==> src/logic/msort_pkg.sv <==
/*
  Shared types for the merge-sorter tree.
  Holds the record layout, the two-phase stage state and the key compare
  that every stage uses to pick the smaller head.
*/
`default_nettype none

package msort_pkg;

  localparam int KEY_W = 32; // sort key
  localparam int PAY_W = 32; // payload carried along with the key

  // key sits in the upper half, payload below it
  typedef struct packed {
    logic [KEY_W-1:0] key;
    logic [PAY_W-1:0] payload;
  } rec_t;

  // request and fire machines in the body stages toggle between these
  typedef enum logic {
    ST_IDLE = 1'b0,
    ST_FIRE = 1'b1
  } stage_state_e;

  // strict compare, so equal keys fall through to side 1
  function automatic logic key_less(rec_t a, rec_t b);
    return (a.key < b.key);
  endfunction

endpackage

`default_nettype wire

==> src/logic/channel_fifo.sv <==
/*
  Multi-channel record FIFO, 2**CH_LOG channels of 2**FIFO_LOG entries each.
  All channels share one memory; the channel number forms the upper address bits.
  Read data is registered, so o_rec shows the head of i_deq_ch one cycle later.
*/
`timescale 1ns/1ps
`default_nettype none

module channel_fifo #(
  parameter int CH_LOG   = 1,
  parameter int FIFO_LOG = 2
) (
  input  wire                     CLK,
  input  wire                     RST,
  input  wire                     i_enq,
  input  wire [CH_LOG-1:0]        i_enq_ch,
  input  wire                     i_deq,
  input  wire [CH_LOG-1:0]        i_deq_ch,
  input  msort_pkg::rec_t         i_rec,
  output msort_pkg::rec_t         o_rec,
  output logic [(2**CH_LOG)-1:0]  o_empty,
  output logic [(2**CH_LOG)-1:0]  o_full
);
  import msort_pkg::*;

  localparam int NCH = 2**CH_LOG;

  rec_t              mem [2**(CH_LOG+FIFO_LOG)];
  logic [FIFO_LOG:0] head [NCH]; // one wrap bit above the slot index
  logic [FIFO_LOG:0] tail [NCH];

  logic [CH_LOG+FIFO_LOG-1:0] raddr;
  logic [CH_LOG+FIFO_LOG-1:0] waddr;

  for (genvar c = 0; c < NCH; c++) begin : g_flags
    assign o_empty[c] = (head[c] == tail[c]);
    assign o_full[c]  = (head[c] == {~tail[c][FIFO_LOG], tail[c][FIFO_LOG-1:0]});
  end

  assign raddr = {i_deq_ch, head[i_deq_ch][FIFO_LOG-1:0]};
  assign waddr = {i_enq_ch, tail[i_enq_ch][FIFO_LOG-1:0]};

  always_ff @(posedge CLK) begin
    if (RST) begin
      for (int c = 0; c < NCH; c++) begin
        head[c] <= '0;
        tail[c] <= '0;
      end
    end else begin
      if (i_enq) tail[i_enq_ch] <= tail[i_enq_ch] + 1'b1;
      if (i_deq) head[i_deq_ch] <= head[i_deq_ch] + 1'b1;
    end
  end

  always_ff @(posedge CLK) begin
    if (i_enq) mem[waddr] <= i_rec;
    o_rec <= mem[raddr]; // registered read
  end

  a_no_overflow: assert property (@(posedge CLK) disable iff (RST)
    !(i_enq && o_full[i_enq_ch])) else $error("channel_fifo overflow");
  a_no_underflow: assert property (@(posedge CLK) disable iff (RST)
    !(i_deq && o_empty[i_deq_ch])) else $error("channel_fifo underflow");

endmodule

`default_nettype wire

==> src/logic/merge_stage_body.sv <==
/*
  Non-root merge stage serving 2**(STAGE_LOG-1) channel pairs.
  Records from the upper stage land in the even or odd channel FIFO by the
  low index bit. The parent's queued request picks a pair; the smaller head
  goes down tagged with the pair index. Fires at most once every two cycles.
*/
`timescale 1ns/1ps
`default_nettype none

module merge_stage_body #(
  parameter int STAGE_LOG = 2, // width of the incoming record index
  parameter int FIFO_LOG  = 2
) (
  input  wire                    CLK,
  input  wire                    RST,
  input  wire                    i_q_full,
  input  wire [STAGE_LOG-2:0]    i_req_idx,
  input  wire                    i_req_valid,
  input  msort_pkg::rec_t        i_rec,
  input  wire                    i_rec_valid,
  input  wire [STAGE_LOG-1:0]    i_rec_idx,
  output logic                   o_q_full,
  output logic [STAGE_LOG-1:0]   o_req_idx,
  output logic                   o_req_valid,
  output msort_pkg::rec_t        o_rec,
  output logic                   o_valid,
  output logic [STAGE_LOG-2:0]   o_rec_idx
);
  import msort_pkg::*;

  localparam int CH_LOG = STAGE_LOG - 1;

  logic [CH_LOG-1:0]      q_idx; // pair selected by the parent
  logic                   q_empty;
  logic                   fire;
  logic                   take_even;
  rec_t                   even_rec, odd_rec;
  logic [(2**CH_LOG)-1:0] even_empty, odd_empty;
  logic                   emp0, emp1;
  logic [STAGE_LOG-1:0]   req_for_empty;
  stage_state_e           fire_st, req_st;

  request_queue #(.IDX_W(CH_LOG)) u_req_q (
    .CLK(CLK), .RST(RST),
    .i_enq(i_req_valid), .i_deq(fire), .i_idx(i_req_idx),
    .o_idx(q_idx), .o_empty(q_empty), .o_full(o_q_full)
  );

  channel_fifo #(.CH_LOG(CH_LOG), .FIFO_LOG(FIFO_LOG)) u_even (
    .CLK(CLK), .RST(RST),
    .i_enq(i_rec_valid & ~i_rec_idx[0]), .i_enq_ch(i_rec_idx[STAGE_LOG-1:1]),
    .i_deq(fire & take_even), .i_deq_ch(q_idx), .i_rec(i_rec),
    .o_rec(even_rec), .o_empty(even_empty), .o_full()
  );

  channel_fifo #(.CH_LOG(CH_LOG), .FIFO_LOG(FIFO_LOG)) u_odd (
    .CLK(CLK), .RST(RST),
    .i_enq(i_rec_valid & i_rec_idx[0]), .i_enq_ch(i_rec_idx[STAGE_LOG-1:1]),
    .i_deq(fire & ~take_even), .i_deq_ch(q_idx), .i_rec(i_rec),
    .o_rec(odd_rec), .o_empty(odd_empty), .o_full()
  );

  assign emp0      = even_empty[q_idx];
  assign emp1      = odd_empty[q_idx];
  assign fire      = (fire_st == ST_FIRE);
  assign take_even = key_less(even_rec, odd_rec); // tie goes to odd

  // remember which child of the current pair ran dry
  always_ff @(posedge CLK) begin
    if (RST) req_for_empty <= '0;
    else if (emp0) req_for_empty <= {q_idx, 1'b0};
    else if (emp1) req_for_empty <= {q_idx, 1'b1};
  end

  // fire machine, idle cycle lets the registered read settle
  always_ff @(posedge CLK) begin
    if (RST) fire_st <= ST_IDLE;
    else begin
      case (fire_st)
        ST_IDLE: if (!(i_q_full || q_empty || emp0 || emp1)) fire_st <= ST_FIRE;
        default: fire_st <= ST_IDLE;
      endcase
    end
  end

  // request machine, one pulse per two cycles
  always_ff @(posedge CLK) begin
    if (RST) req_st <= ST_IDLE;
    else begin
      case (req_st)
        ST_IDLE: if (!(i_q_full || q_empty)) req_st <= ST_FIRE;
        default: req_st <= ST_IDLE;
      endcase
    end
  end

  // refill the child just consumed, else the one seen empty
  assign o_req_idx   = fire ? {q_idx, ~take_even} : req_for_empty;
  assign o_req_valid = (req_st == ST_FIRE);
  assign o_rec       = take_even ? even_rec : odd_rec;
  assign o_valid     = fire;
  assign o_rec_idx   = q_idx;

endmodule

`default_nettype wire

==> src/logic/merge_stage_root.sv <==
/*
  Final two-way merge of the tree.
  Holds one record FIFO per side and emits the smaller head whenever both
  sides have data and the output is not full. Output is combinational.
*/
`timescale 1ns/1ps
`default_nettype none

module merge_stage_root #(
  parameter int FIFO_LOG = 2
) (
  input  wire              CLK,
  input  wire              RST,
  input  msort_pkg::rec_t  i_rec,
  input  wire              i_rec_valid,
  input  wire              i_src,
  input  wire              i_q_full,
  input  wire              i_out_full,
  output logic             o_req,
  output logic             o_req_valid,
  output msort_pkg::rec_t  o_rec,
  output logic             o_valid
);
  import msort_pkg::*;

  rec_t head0, head1;
  logic emp0, emp1;
  logic fire;
  logic take0;

  record_fifo #(.FIFO_LOG(FIFO_LOG)) u_side0 (
    .CLK(CLK), .RST(RST),
    .i_enq(i_rec_valid & ~i_src), .i_deq(fire & take0), .i_rec(i_rec),
    .o_rec(head0), .o_empty(emp0), .o_full()
  );

  record_fifo #(.FIFO_LOG(FIFO_LOG)) u_side1 (
    .CLK(CLK), .RST(RST),
    .i_enq(i_rec_valid & i_src), .i_deq(fire & ~take0), .i_rec(i_rec),
    .o_rec(head1), .o_empty(emp1), .o_full()
  );

  assign fire  = !(i_out_full || emp0 || emp1);
  assign take0 = key_less(head0, head1); // equal keys take side 1

  assign o_rec       = take0 ? head0 : head1;
  assign o_valid     = fire;
  assign o_req       = fire ? ~take0 : ~emp0; // side just drained, else refill
  assign o_req_valid = !(i_q_full || i_out_full);

endmodule

`default_nettype wire

==> src/logic/merge_tree.sv <==
/*
  Top level of the streaming merge-sorter tree with 2**W_LOG leaves.
  Stage 0 is the root; stages 1..W_LOG-1 are body stages. The outermost
  stage takes leaf records and issues leaf requests, the root drives o_rec.
*/
`timescale 1ns/1ps
`default_nettype none

module merge_tree #(
  parameter int W_LOG    = 2,
  parameter int FIFO_LOG = 2
) (
  input  wire              CLK,
  input  wire              RST,
  input  msort_pkg::rec_t  i_rec,
  input  wire              i_rec_valid,
  input  wire [W_LOG-1:0]  i_rec_idx,
  input  wire              i_req_full,
  input  wire              i_out_full,
  output logic [W_LOG-1:0] o_req_idx,
  output logic             o_req_valid,
  output msort_pkg::rec_t  o_rec,
  output logic             o_valid
);
  import msort_pkg::*;

  // entry k is what stage k sees or sends; indices zero-extended to W_LOG
  wire rec_t             lnk_rec   [W_LOG];
  wire [W_LOG-1:0]       lnk_valid;
  wire [W_LOG-1:0]       lnk_idx   [W_LOG];
  wire [W_LOG-1:0]       req_idx   [W_LOG];
  wire [W_LOG-1:0]       req_valid;
  wire [W_LOG-1:0]       q_full;   // queue-full seen by stage k

  // outermost stage talks to the leaves
  assign lnk_rec[W_LOG-1]   = i_rec;
  assign lnk_valid[W_LOG-1] = i_rec_valid;
  assign lnk_idx[W_LOG-1]   = i_rec_idx;
  assign q_full[W_LOG-1]    = i_req_full;
  assign o_req_idx          = req_idx[W_LOG-1];
  assign o_req_valid        = req_valid[W_LOG-1];

  for (genvar k = 0; k < W_LOG; k++) begin : g_stage
    if (k == 0) begin : g_root
      wire root_req;
      merge_stage_root #(.FIFO_LOG(FIFO_LOG)) u_root (
        .CLK(CLK), .RST(RST),
        .i_rec(lnk_rec[0]), .i_rec_valid(lnk_valid[0]), .i_src(lnk_idx[0][0]),
        .i_q_full(q_full[0]), .i_out_full(i_out_full),
        .o_req(root_req), .o_req_valid(req_valid[0]), .o_rec(o_rec), .o_valid(o_valid)
      );
      assign req_idx[0] = W_LOG'(root_req);
    end else begin : g_body
      wire [k:0]   req_k;
      wire [k-1:0] rec_idx_k;
      merge_stage_body #(.STAGE_LOG(k+1), .FIFO_LOG(FIFO_LOG)) u_body (
        .CLK(CLK), .RST(RST),
        .i_q_full(q_full[k]),
        .i_req_idx(req_idx[k-1][k-1:0]), .i_req_valid(req_valid[k-1]),
        .i_rec(lnk_rec[k]), .i_rec_valid(lnk_valid[k]), .i_rec_idx(lnk_idx[k][k:0]),
        .o_q_full(q_full[k-1]), .o_req_idx(req_k), .o_req_valid(req_valid[k]),
        .o_rec(lnk_rec[k-1]), .o_valid(lnk_valid[k-1]), .o_rec_idx(rec_idx_k)
      );
      assign req_idx[k]   = W_LOG'(req_k);
      assign lnk_idx[k-1] = W_LOG'(rec_idx_k);
    end
  end

endmodule

`default_nettype wire

==> src/logic/record_fifo.sv <==
/*
  Single-channel circular record FIFO with 2**FIFO_LOG entries.
  The head record is visible combinationally on o_rec.
  Used twice by the root stage, one per side.
*/
`timescale 1ns/1ps
`default_nettype none

module record_fifo #(
  parameter int FIFO_LOG = 2
) (
  input  wire              CLK,
  input  wire              RST,
  input  wire              i_enq,
  input  wire              i_deq,
  input  msort_pkg::rec_t  i_rec,
  output msort_pkg::rec_t  o_rec,
  output logic             o_empty,
  output logic             o_full
);
  import msort_pkg::*;

  rec_t              mem [2**FIFO_LOG];
  logic [FIFO_LOG:0] head; // extra msb tells full from empty
  logic [FIFO_LOG:0] tail;

  assign o_empty = (head == tail);
  assign o_full  = (head == {~tail[FIFO_LOG], tail[FIFO_LOG-1:0]});
  assign o_rec   = mem[head[FIFO_LOG-1:0]];

  always_ff @(posedge CLK) begin
    if (RST) begin
      head <= '0;
      tail <= '0;
    end else begin
      if (i_enq) tail <= tail + 1'b1;
      if (i_deq) head <= head + 1'b1;
    end
  end

  always_ff @(posedge CLK) begin
    if (i_enq) mem[tail[FIFO_LOG-1:0]] <= i_rec;
  end

  a_no_overflow: assert property (@(posedge CLK) disable iff (RST) !(i_enq && o_full))
    else $error("record_fifo overflow");
  a_no_underflow: assert property (@(posedge CLK) disable iff (RST) !(i_deq && o_empty))
    else $error("record_fifo underflow");

endmodule

`default_nettype wire

==> src/logic/request_queue.sv <==
/*
  Two-entry queue of parent request indices inside a body stage.
  An entry stays until the stage fires for that channel pair.
*/
`timescale 1ns/1ps
`default_nettype none

module request_queue #(
  parameter int IDX_W = 1
) (
  input  wire              CLK,
  input  wire              RST,
  input  wire              i_enq,
  input  wire              i_deq,
  input  wire [IDX_W-1:0]  i_idx,
  output logic [IDX_W-1:0] o_idx,
  output logic             o_empty,
  output logic             o_full
);

  logic [IDX_W-1:0] mem [2];
  logic             head;
  logic             tail;
  logic [1:0]       cnt;

  assign o_empty = (cnt == 2'd0);
  assign o_full  = (cnt == 2'd2);
  assign o_idx   = mem[head];

  always_ff @(posedge CLK) begin
    if (RST) begin
      head <= 1'b0;
      tail <= 1'b0;
      cnt  <= 2'd0;
    end else begin
      if (i_enq) tail <= ~tail;
      if (i_deq) head <= ~head;
      case ({i_enq, i_deq})
        2'b10:   cnt <= cnt + 2'd1;
        2'b01:   cnt <= cnt - 2'd1;
        default: cnt <= cnt; // both or neither
      endcase
    end
  end

  always_ff @(posedge CLK) begin
    if (i_enq) mem[tail] <= i_idx;
  end

  // parent only requests while o_full is low
  a_no_push_full: assert property (@(posedge CLK) disable iff (RST) !(i_enq && o_full))
    else $error("request_queue pushed while full");

endmodule

`default_nettype wire

==> config.mk <==
export PLATFORM = sky130hd
export DESIGN_NAME = merge_tree
export DESIGN_NICKNAME = d
export VERILOG_FILES = /design/src/logic/msort_pkg.sv /design/src/logic/channel_fifo.sv /design/src/logic/merge_stage_body.sv /design/src/logic/merge_stage_root.sv /design/src/logic/merge_tree.sv /design/src/logic/record_fifo.sv /design/src/logic/request_queue.sv
export SDC_FILE = /design/constraint.sdc
export NUM_CORES = 2
export LEC_CHECK = 0
export ABC_AREA = 0
export BUFFER_PORTS_ARGS = -buffer_cell sky130_fd_sc_hd__buf_2
export CORE_ASPECT_RATIO = 1.4
export CORE_MARGIN = 1
export CORE_UTILIZATION = 35
export DETAILED_ROUTE_END_ITERATION = 10
export GPL_TIMING_DRIVEN = 1
export PLACE_DENSITY_LB_ADDON = 0.1
export RECOVER_POWER = 50
export SLEW_MARGIN = 10
export SYNTH_ARGS = -nofsm -noshare
export SYNTH_HDL_FRONTEND = slang
export SYNTH_SLANG_ARGS = --single-unit
==> constraint.sdc <==
create_clock -name CLK -period 16.6 [get_ports CLK]
set_input_delay 2.49 -clock CLK [delete_from_list [all_inputs] [get_ports CLK]]
set_output_delay 2.49 -clock CLK [all_outputs]
set_load 0.01 [all_outputs]
Word level (Yosys, flattened, before mapping)
Memory sizes are Yosys's and may differ from the RTL's. A register that Yosys moved wholly into a read port is not among the register bits.
Index checks and enable logic that the tools add are counted.
{"block": "word_totals", "ff_bits": 20, "ramBits": 1562, "inputBits": 71, "out_inout_bits": 68, "elab_cells": 127, "memories": 9}
{"name": "g_stage[1].g_body.u_body.u_even.mem", "depth": 8, "word_bits": 64, "rd": 1, "rd_ports_with_merged_regs": 1, "write_ports": 1, "line_no": "channel_fifo.sv:28", "text": "rec_t mem [2**(CH_LOG+FIFO_LOG)];"}
{"name": "g_stage[1].g_body.u_body.u_odd.mem", "depth": 8, "word_bits": 64, "rd": 1, "rd_ports_with_merged_regs": 1, "write_ports": 1, "line_no": "channel_fifo.sv:28"}
{"name": "g_stage[0].g_root.u_root.u_side0.mem", "depth": 4, "word_bits": 64, "rd": 1, "rd_ports_with_merged_regs": 1, "write_ports": 1, "line_no": "record_fifo.sv:23", "text": "rec_t mem [2**FIFO_LOG];"}
{"name": "g_stage[0].g_root.u_root.u_side1.mem", "depth": 4, "word_bits": 64, "rd": 1, "rd_ports_with_merged_regs": 1, "write_ports": 1, "line_no": "record_fifo.sv:23"}
{"name": "g_stage[1].g_body.u_body.u_even.head", "depth": 2, "word_bits": 3, "rd": 3, "rd_ports_with_merged_regs": 0, "write_ports": 2, "line_no": "channel_fifo.sv:29", "text": "logic [FIFO_LOG:0] head [NCH];"}
{"name": "g_stage[1].g_body.u_body.u_even.tail", "depth": 2, "word_bits": 3, "rd": 3, "rd_ports_with_merged_regs": 0, "write_ports": 2, "line_no": "channel_fifo.sv:30", "text": "logic [FIFO_LOG:0] tail [NCH];"}
{"name": "+3 memories"}
{"block": "op_classes", "add_sub_neg": 10, "magnitude_cmp": 3, "n_eq_ne": 9, "mux": 52, "n_bitwise": 15, "reduce_logical": 18}
{"operator": "2-to-1 mux 64 bit", "count": 2}
{"operator": "< comparator 32 bit", "count": 2}
{"operator": "2-to-1 mux 1 bit", "count": 38}
{"operator": "adder 3 x 1 -> 3 bit (second input constant)", "count": 8}
{"operator": "== test 3 bit", "count": 6}
{"operator": "2-to-1 mux 2 bit", "count": 7}
{"operator": "2-to-1 mux 3 bit", "count": 4}
{"operator": "OR reduction 3 bit", "count": 4}
{"operator": "bitwise AND 1 bit", "count": 8}
{"operator": "inverter 1 bit", "count": 7}
{"operator": "logical OR 1 bit", "count": 6}
{"operator": "OR reduction 2 bit", "count": 3}
{"operator": "== test 2 bit (second input constant)", "count": 2}
{"operator": "one-hot mux 2 bit (2 select lines)", "count": 1}
{"operator": "nonzero test 2 bit", "count": 2}
{"operator": "adder 2 x 1 -> 2 bit (second input constant)", "count": 1}
{"operator": "== test 2 x 1 -> 1 bit (second input constant)", "count": 1}
{"operator": "logical NOT 1 bit", "count": 2}
{"operator": "logical NOT 2 bit", "count": 1}
{"operator": "< comparator 1 x 2 -> 1 bit (second input constant)", "count": 1}
{"operator": "subtractor 2 x 1 -> 2 bit (second input constant)", "count": 1}

Longest topological paths before layout
{"block": "depth", "depth_word": 8, "depth_mapped": 14}

Hierarchy
From an unflattened synthesis, not the netlist that was laid out.
{"block": "unflattened", "hier_cells": 3206, "hier_area_um2": 65968.3}
{"mod": "channel_fifo (g_stage[1].g_body.u_body.u_odd)", "n_inst": 1, "cells_each": 1021, "area_per_inst_um2": 21395.5, "seq_area_each_um2": 17016.3}
{"mod": "channel_fifo (g_stage[1].g_body.u_body.u_even)", "n_inst": 1, "cells_each": 1022, "area_per_inst_um2": 21389.3, "seq_area_each_um2": 17016.3}
{"mod": "record_fifo", "n_inst": 2, "cells_each": 374, "area_per_inst_um2": 9709.3, "seq_area_each_um2": 7847.5}
{"mod": "merge_stage_body", "n_inst": 1, "cells_each": 202, "area_per_inst_um2": 1745.4, "seq_area_each_um2": 80.1}
{"mod": "merge_stage_root", "n_inst": 1, "cells_each": 188, "area_per_inst_um2": 1742.9, "seq_area_each_um2": 0.0}
{"mod": "request_queue", "n_inst": 1, "cells_each": 25, "area_per_inst_um2": 276.5, "seq_area_each_um2": 160.2}

Worst setup path before layout
No wires, ideal clock.
{"block": "synth_timing", "kind": "input -> register", "from": "input i_rec_idx[1]", "to": "memory g_stage[1].g_body.u_body.u_even.mem[0][0] in the netlist's numbering (enable)", "setup_ns": 0.644, "arrival_time_ns": 8.847, "required_time_ns": 15.956, "setup_slack_ns": 7.109, "stages": 2, "n_path_buf": 1, "cell_sequence": "clkbuf_1 > nor4_1"}
{"block": "synth_between", "elab_chain_cells": 1}
{"item": "start: declaration", "line_no": "merge_tree.sv:17", "text": "input wire [W_LOG-1:0] i_rec_idx,"}
{"item": "memory (2 x 3 bit)"}
{"item": "end: declaration", "line_no": "channel_fifo.sv:28"}
Parallel ways exist; a longest one is shown, timed or not.

==> metrics.txt <==
row count=188; First-pass DRT Iterations=5; number of top-level pins=139; Leakage=0.0260 uW; Max clock buf depth=3; DP Worst Slack=between 9 and 10 ns; Synth Flop Type=edfxtp_1; chip width=370 um; cts repair resizes=0; asr flop ratio synth=0%; share of cells above drive strength 1=12.5%; Die H=517 um; H-tree depth=4; Crit. End Element=flop; fin util=about two fifths; Crit-path slowest cell=clkinvlp_2; fin crit period=10.38 ns; total negative slack=0 ns; CP most frequent cell=nand2_1; Die ar.=around 190000 um2; # DRC=0; met1 GRT Util=25.3%; vias in the first global route=37500; Worst setup SP type=flop; Yosys top cell area share=a little over two thirds; Worst Slack Setup Final=between 6 and 7 ns; layer with the highest usage=met2; final net count=4888; final setup vio count=0; worst endpoint data arrival time=between 10 and 15 ns; final hold vios=0; Unique masters post-synth=52; CTS root buffer=clkbuf_16; failing checks=capacitance limit, slew limit; period utilization=62.5%; largest net degree at the start of global routing=154; register area=50000 um2; syn avg cell area=14.4 um2; sequential fraction of the synthesis area=between 70% and 80%; Power per Cell Area=between 100 and 150 nW/um2; Crit path largest cell delay=4.52 ns; detailed-route via count=37200; first-pass GRT wire length=265000 um; CTS tree=built; Setup Skew=0.0296 ns; total grt overflow=0; status=finished with violations; post-synthesis cell count=4622; VDD IR max=0.125 mV; Crit Path Class=reg -> reg; most common cell in the netlist=edfxtp_1; Yosys top cell by area=edfxtp_1; RSZ-0062 raised after global routing=no; CTS Hold Bufs=0; Pins Over Slew Limit=910; postcts setup bufs=0; Initial Utilization=35.3%; # fillers=around 17000; Total Wirelength=approximately 180000 um; Slew @ Worst Pin=6.10 ns; grt met2 use=32.5%; met3 usage=3.19%; clk slew on worst S/H paths=0.06 ns; clock net sink count=between 1500 and 2000; Area Overhead vs Synth=13.4%; Total GRT Usage=19.1%; multi-input logic area=15200 um2; worst slew margin relative to its limit=-307%; Post-synth EDFFs=1562; DRT iter0 DRCs=2676; Clk Latency, worst-skew pair=approximately 0.82 ns; Hold Path Class=reg -> reg; top cells by area, synth=edfxtp_1, nand2_1, nand3_1, dfxtp_1, mux4_2; syn_nets=4770; Port Buffers=138; core box area=around 190000 um2; Yosys warning total=0; maximum fanout along the worst path=138; Yosys reg bits=between 1500 and 2000; post-DP HPWL=97300 um; fmax=96.3 MHz; via-per-instance ratio=~5.0; post-route ant nets=0; Inserted Clock Buffers=170; MaxCap Viol Count=22; WP data required=17.28 ns; synth cell count leaders=edfxtp_1, nand2_1, nand3_1; mapped cell area=66400 um2; sequence of cells on the critical path=mux2_1 -> nand2_1 -> and2_4 -> clkinvlp_2 -> buf_4 -> buf_4 -> nand2_1 -> nand3_1 -> nand3_1 -> nand2_1; routed length per instance=24.7 um; GP Congestion=0.746; initial antenna violation count=33
cell type report:
| type | instances | area share, % |
|---|---|---|
| clock buffers | 227 | 6.13 |
| repair buffers | 203 | 1.39 |
| multi-input cells | 2571 | 20.2 |
| flip-flops and latches | 1715 | 66.4 |
| diodes | 10 | 0.0332 |
| well taps | 2470 | 4.10 |
| inverters | 79 | 0.419 |
| clock inverters | 91 | 1.33 |
registers in the layout (all words and copies together) (netlist names), 6 cells and up, named ones only:
signal and cells:
g_stage.g_body.u_body.u_odd.mem 512, g_stage.g_body.u_body.u_even.tail 6, g_stage.g_body.u_body.u_even.o_rec 64, g_stage.g_body.u_body.u_odd.head 6
g_stage.g_root.u_root.u_side0.mem 256, g_stage.g_body.u_body.u_odd.o_rec 64, g_stage.g_body.u_body.u_even.mem 512, g_stage.g_body.u_body.u_even.head 6
g_stage.g_body.u_body.u_odd.tail 6, g_stage.g_root.u_root.u_side1.mem 256
cell families after synthesis:
family	Yosys count	share of synthesized area (%)
AND/OR/NAND/NOR	2119	13.8
flip-flops	1715	75.2
buffers and inverters	336	1.97
multiplexers	235	6.15
AO/OA/AOI/OAI	106	0.968
adder cells (fa/ha/maj)	77	1.45
XOR/XNOR	34	0.448
critical path, delay by kind of cell (launching register included):
family,cells,cell delay (ns)
buffers and inverters,3,7.02
and+or+nand+nor,6,1.37
muxes,1,1.25
DFF,1,0.42
layout by cell type, fill, tap and decap left out, drive strengths merged, types with 3 or more instances in the layout:
cell and instances:
a31o 3, and2 6, mux2 105, dfxtp 153
nor3 27, o21a 4, diode 10, mux4 128
clkinvlp 6, clkinv 64, nor2 35, nand4 11
xnor2 18, bufinv 14, nor4 5, edfxtp 1562
nand2 1216, nor3b 8, nand3 777, a21o 8
inv 86, o21ai 45, a21oi 25, clkbuf 310
o21bai 3, and3 12, nor2b 6, nand2b 10
xor2 16, ha 77, buf 120, a211oi 4
metrics by stage:
stage / instances / hold slack, ns / power [uW] / cell area, um2
final: 7366 / 0.407 / 10600 / 75300
after global routing: 7357 / 0.429 / 11000 / 75300
after CTS: 7356 / 0.414 / 10700 / 75500
after detailed placement: 7038 / 0.406 / 6820 / 69900
after global placement: 7038 / 0.399 / 6800 / 69900
after floorplan: 4622 / 0.432 / 6110 / 66400
metal layers:
layer	share of wire, %	up-vias
li1	-	17200
met1	44	19000
met2	49	706
met3	4.8	253
met4	2.1	26
met5	0.094	-
power by group:
group / internal, uW / switching (uW) / total [uW]
Clock: 2200 / 1690 / 3880
Sequential: 5110 / 58.4 / 5170
Combinational: 408 / 1130 / 1540
Total: 7720 / 2880 / 10600
final timing paths:
path	cells after the start	to	from	slack [ns]
max	10	g_stage[1].g_body.u_body.u_odd.o_rec[21]	flop	6.22
min	1	g_stage[1].g_body.u_body.o_req_valid	g_stage[1].g_body.u_body.o_req_valid	0.41
max reg2reg	10	g_stage[1].g_body.u_body.u_odd.o_rec[21]	flop	6.22
min reg2reg	1	g_stage[1].g_body.u_body.o_req_valid	g_stage[1].g_body.u_body.o_req_valid	0.41
No activity file was read; power rests on OpenSTA's default activity.
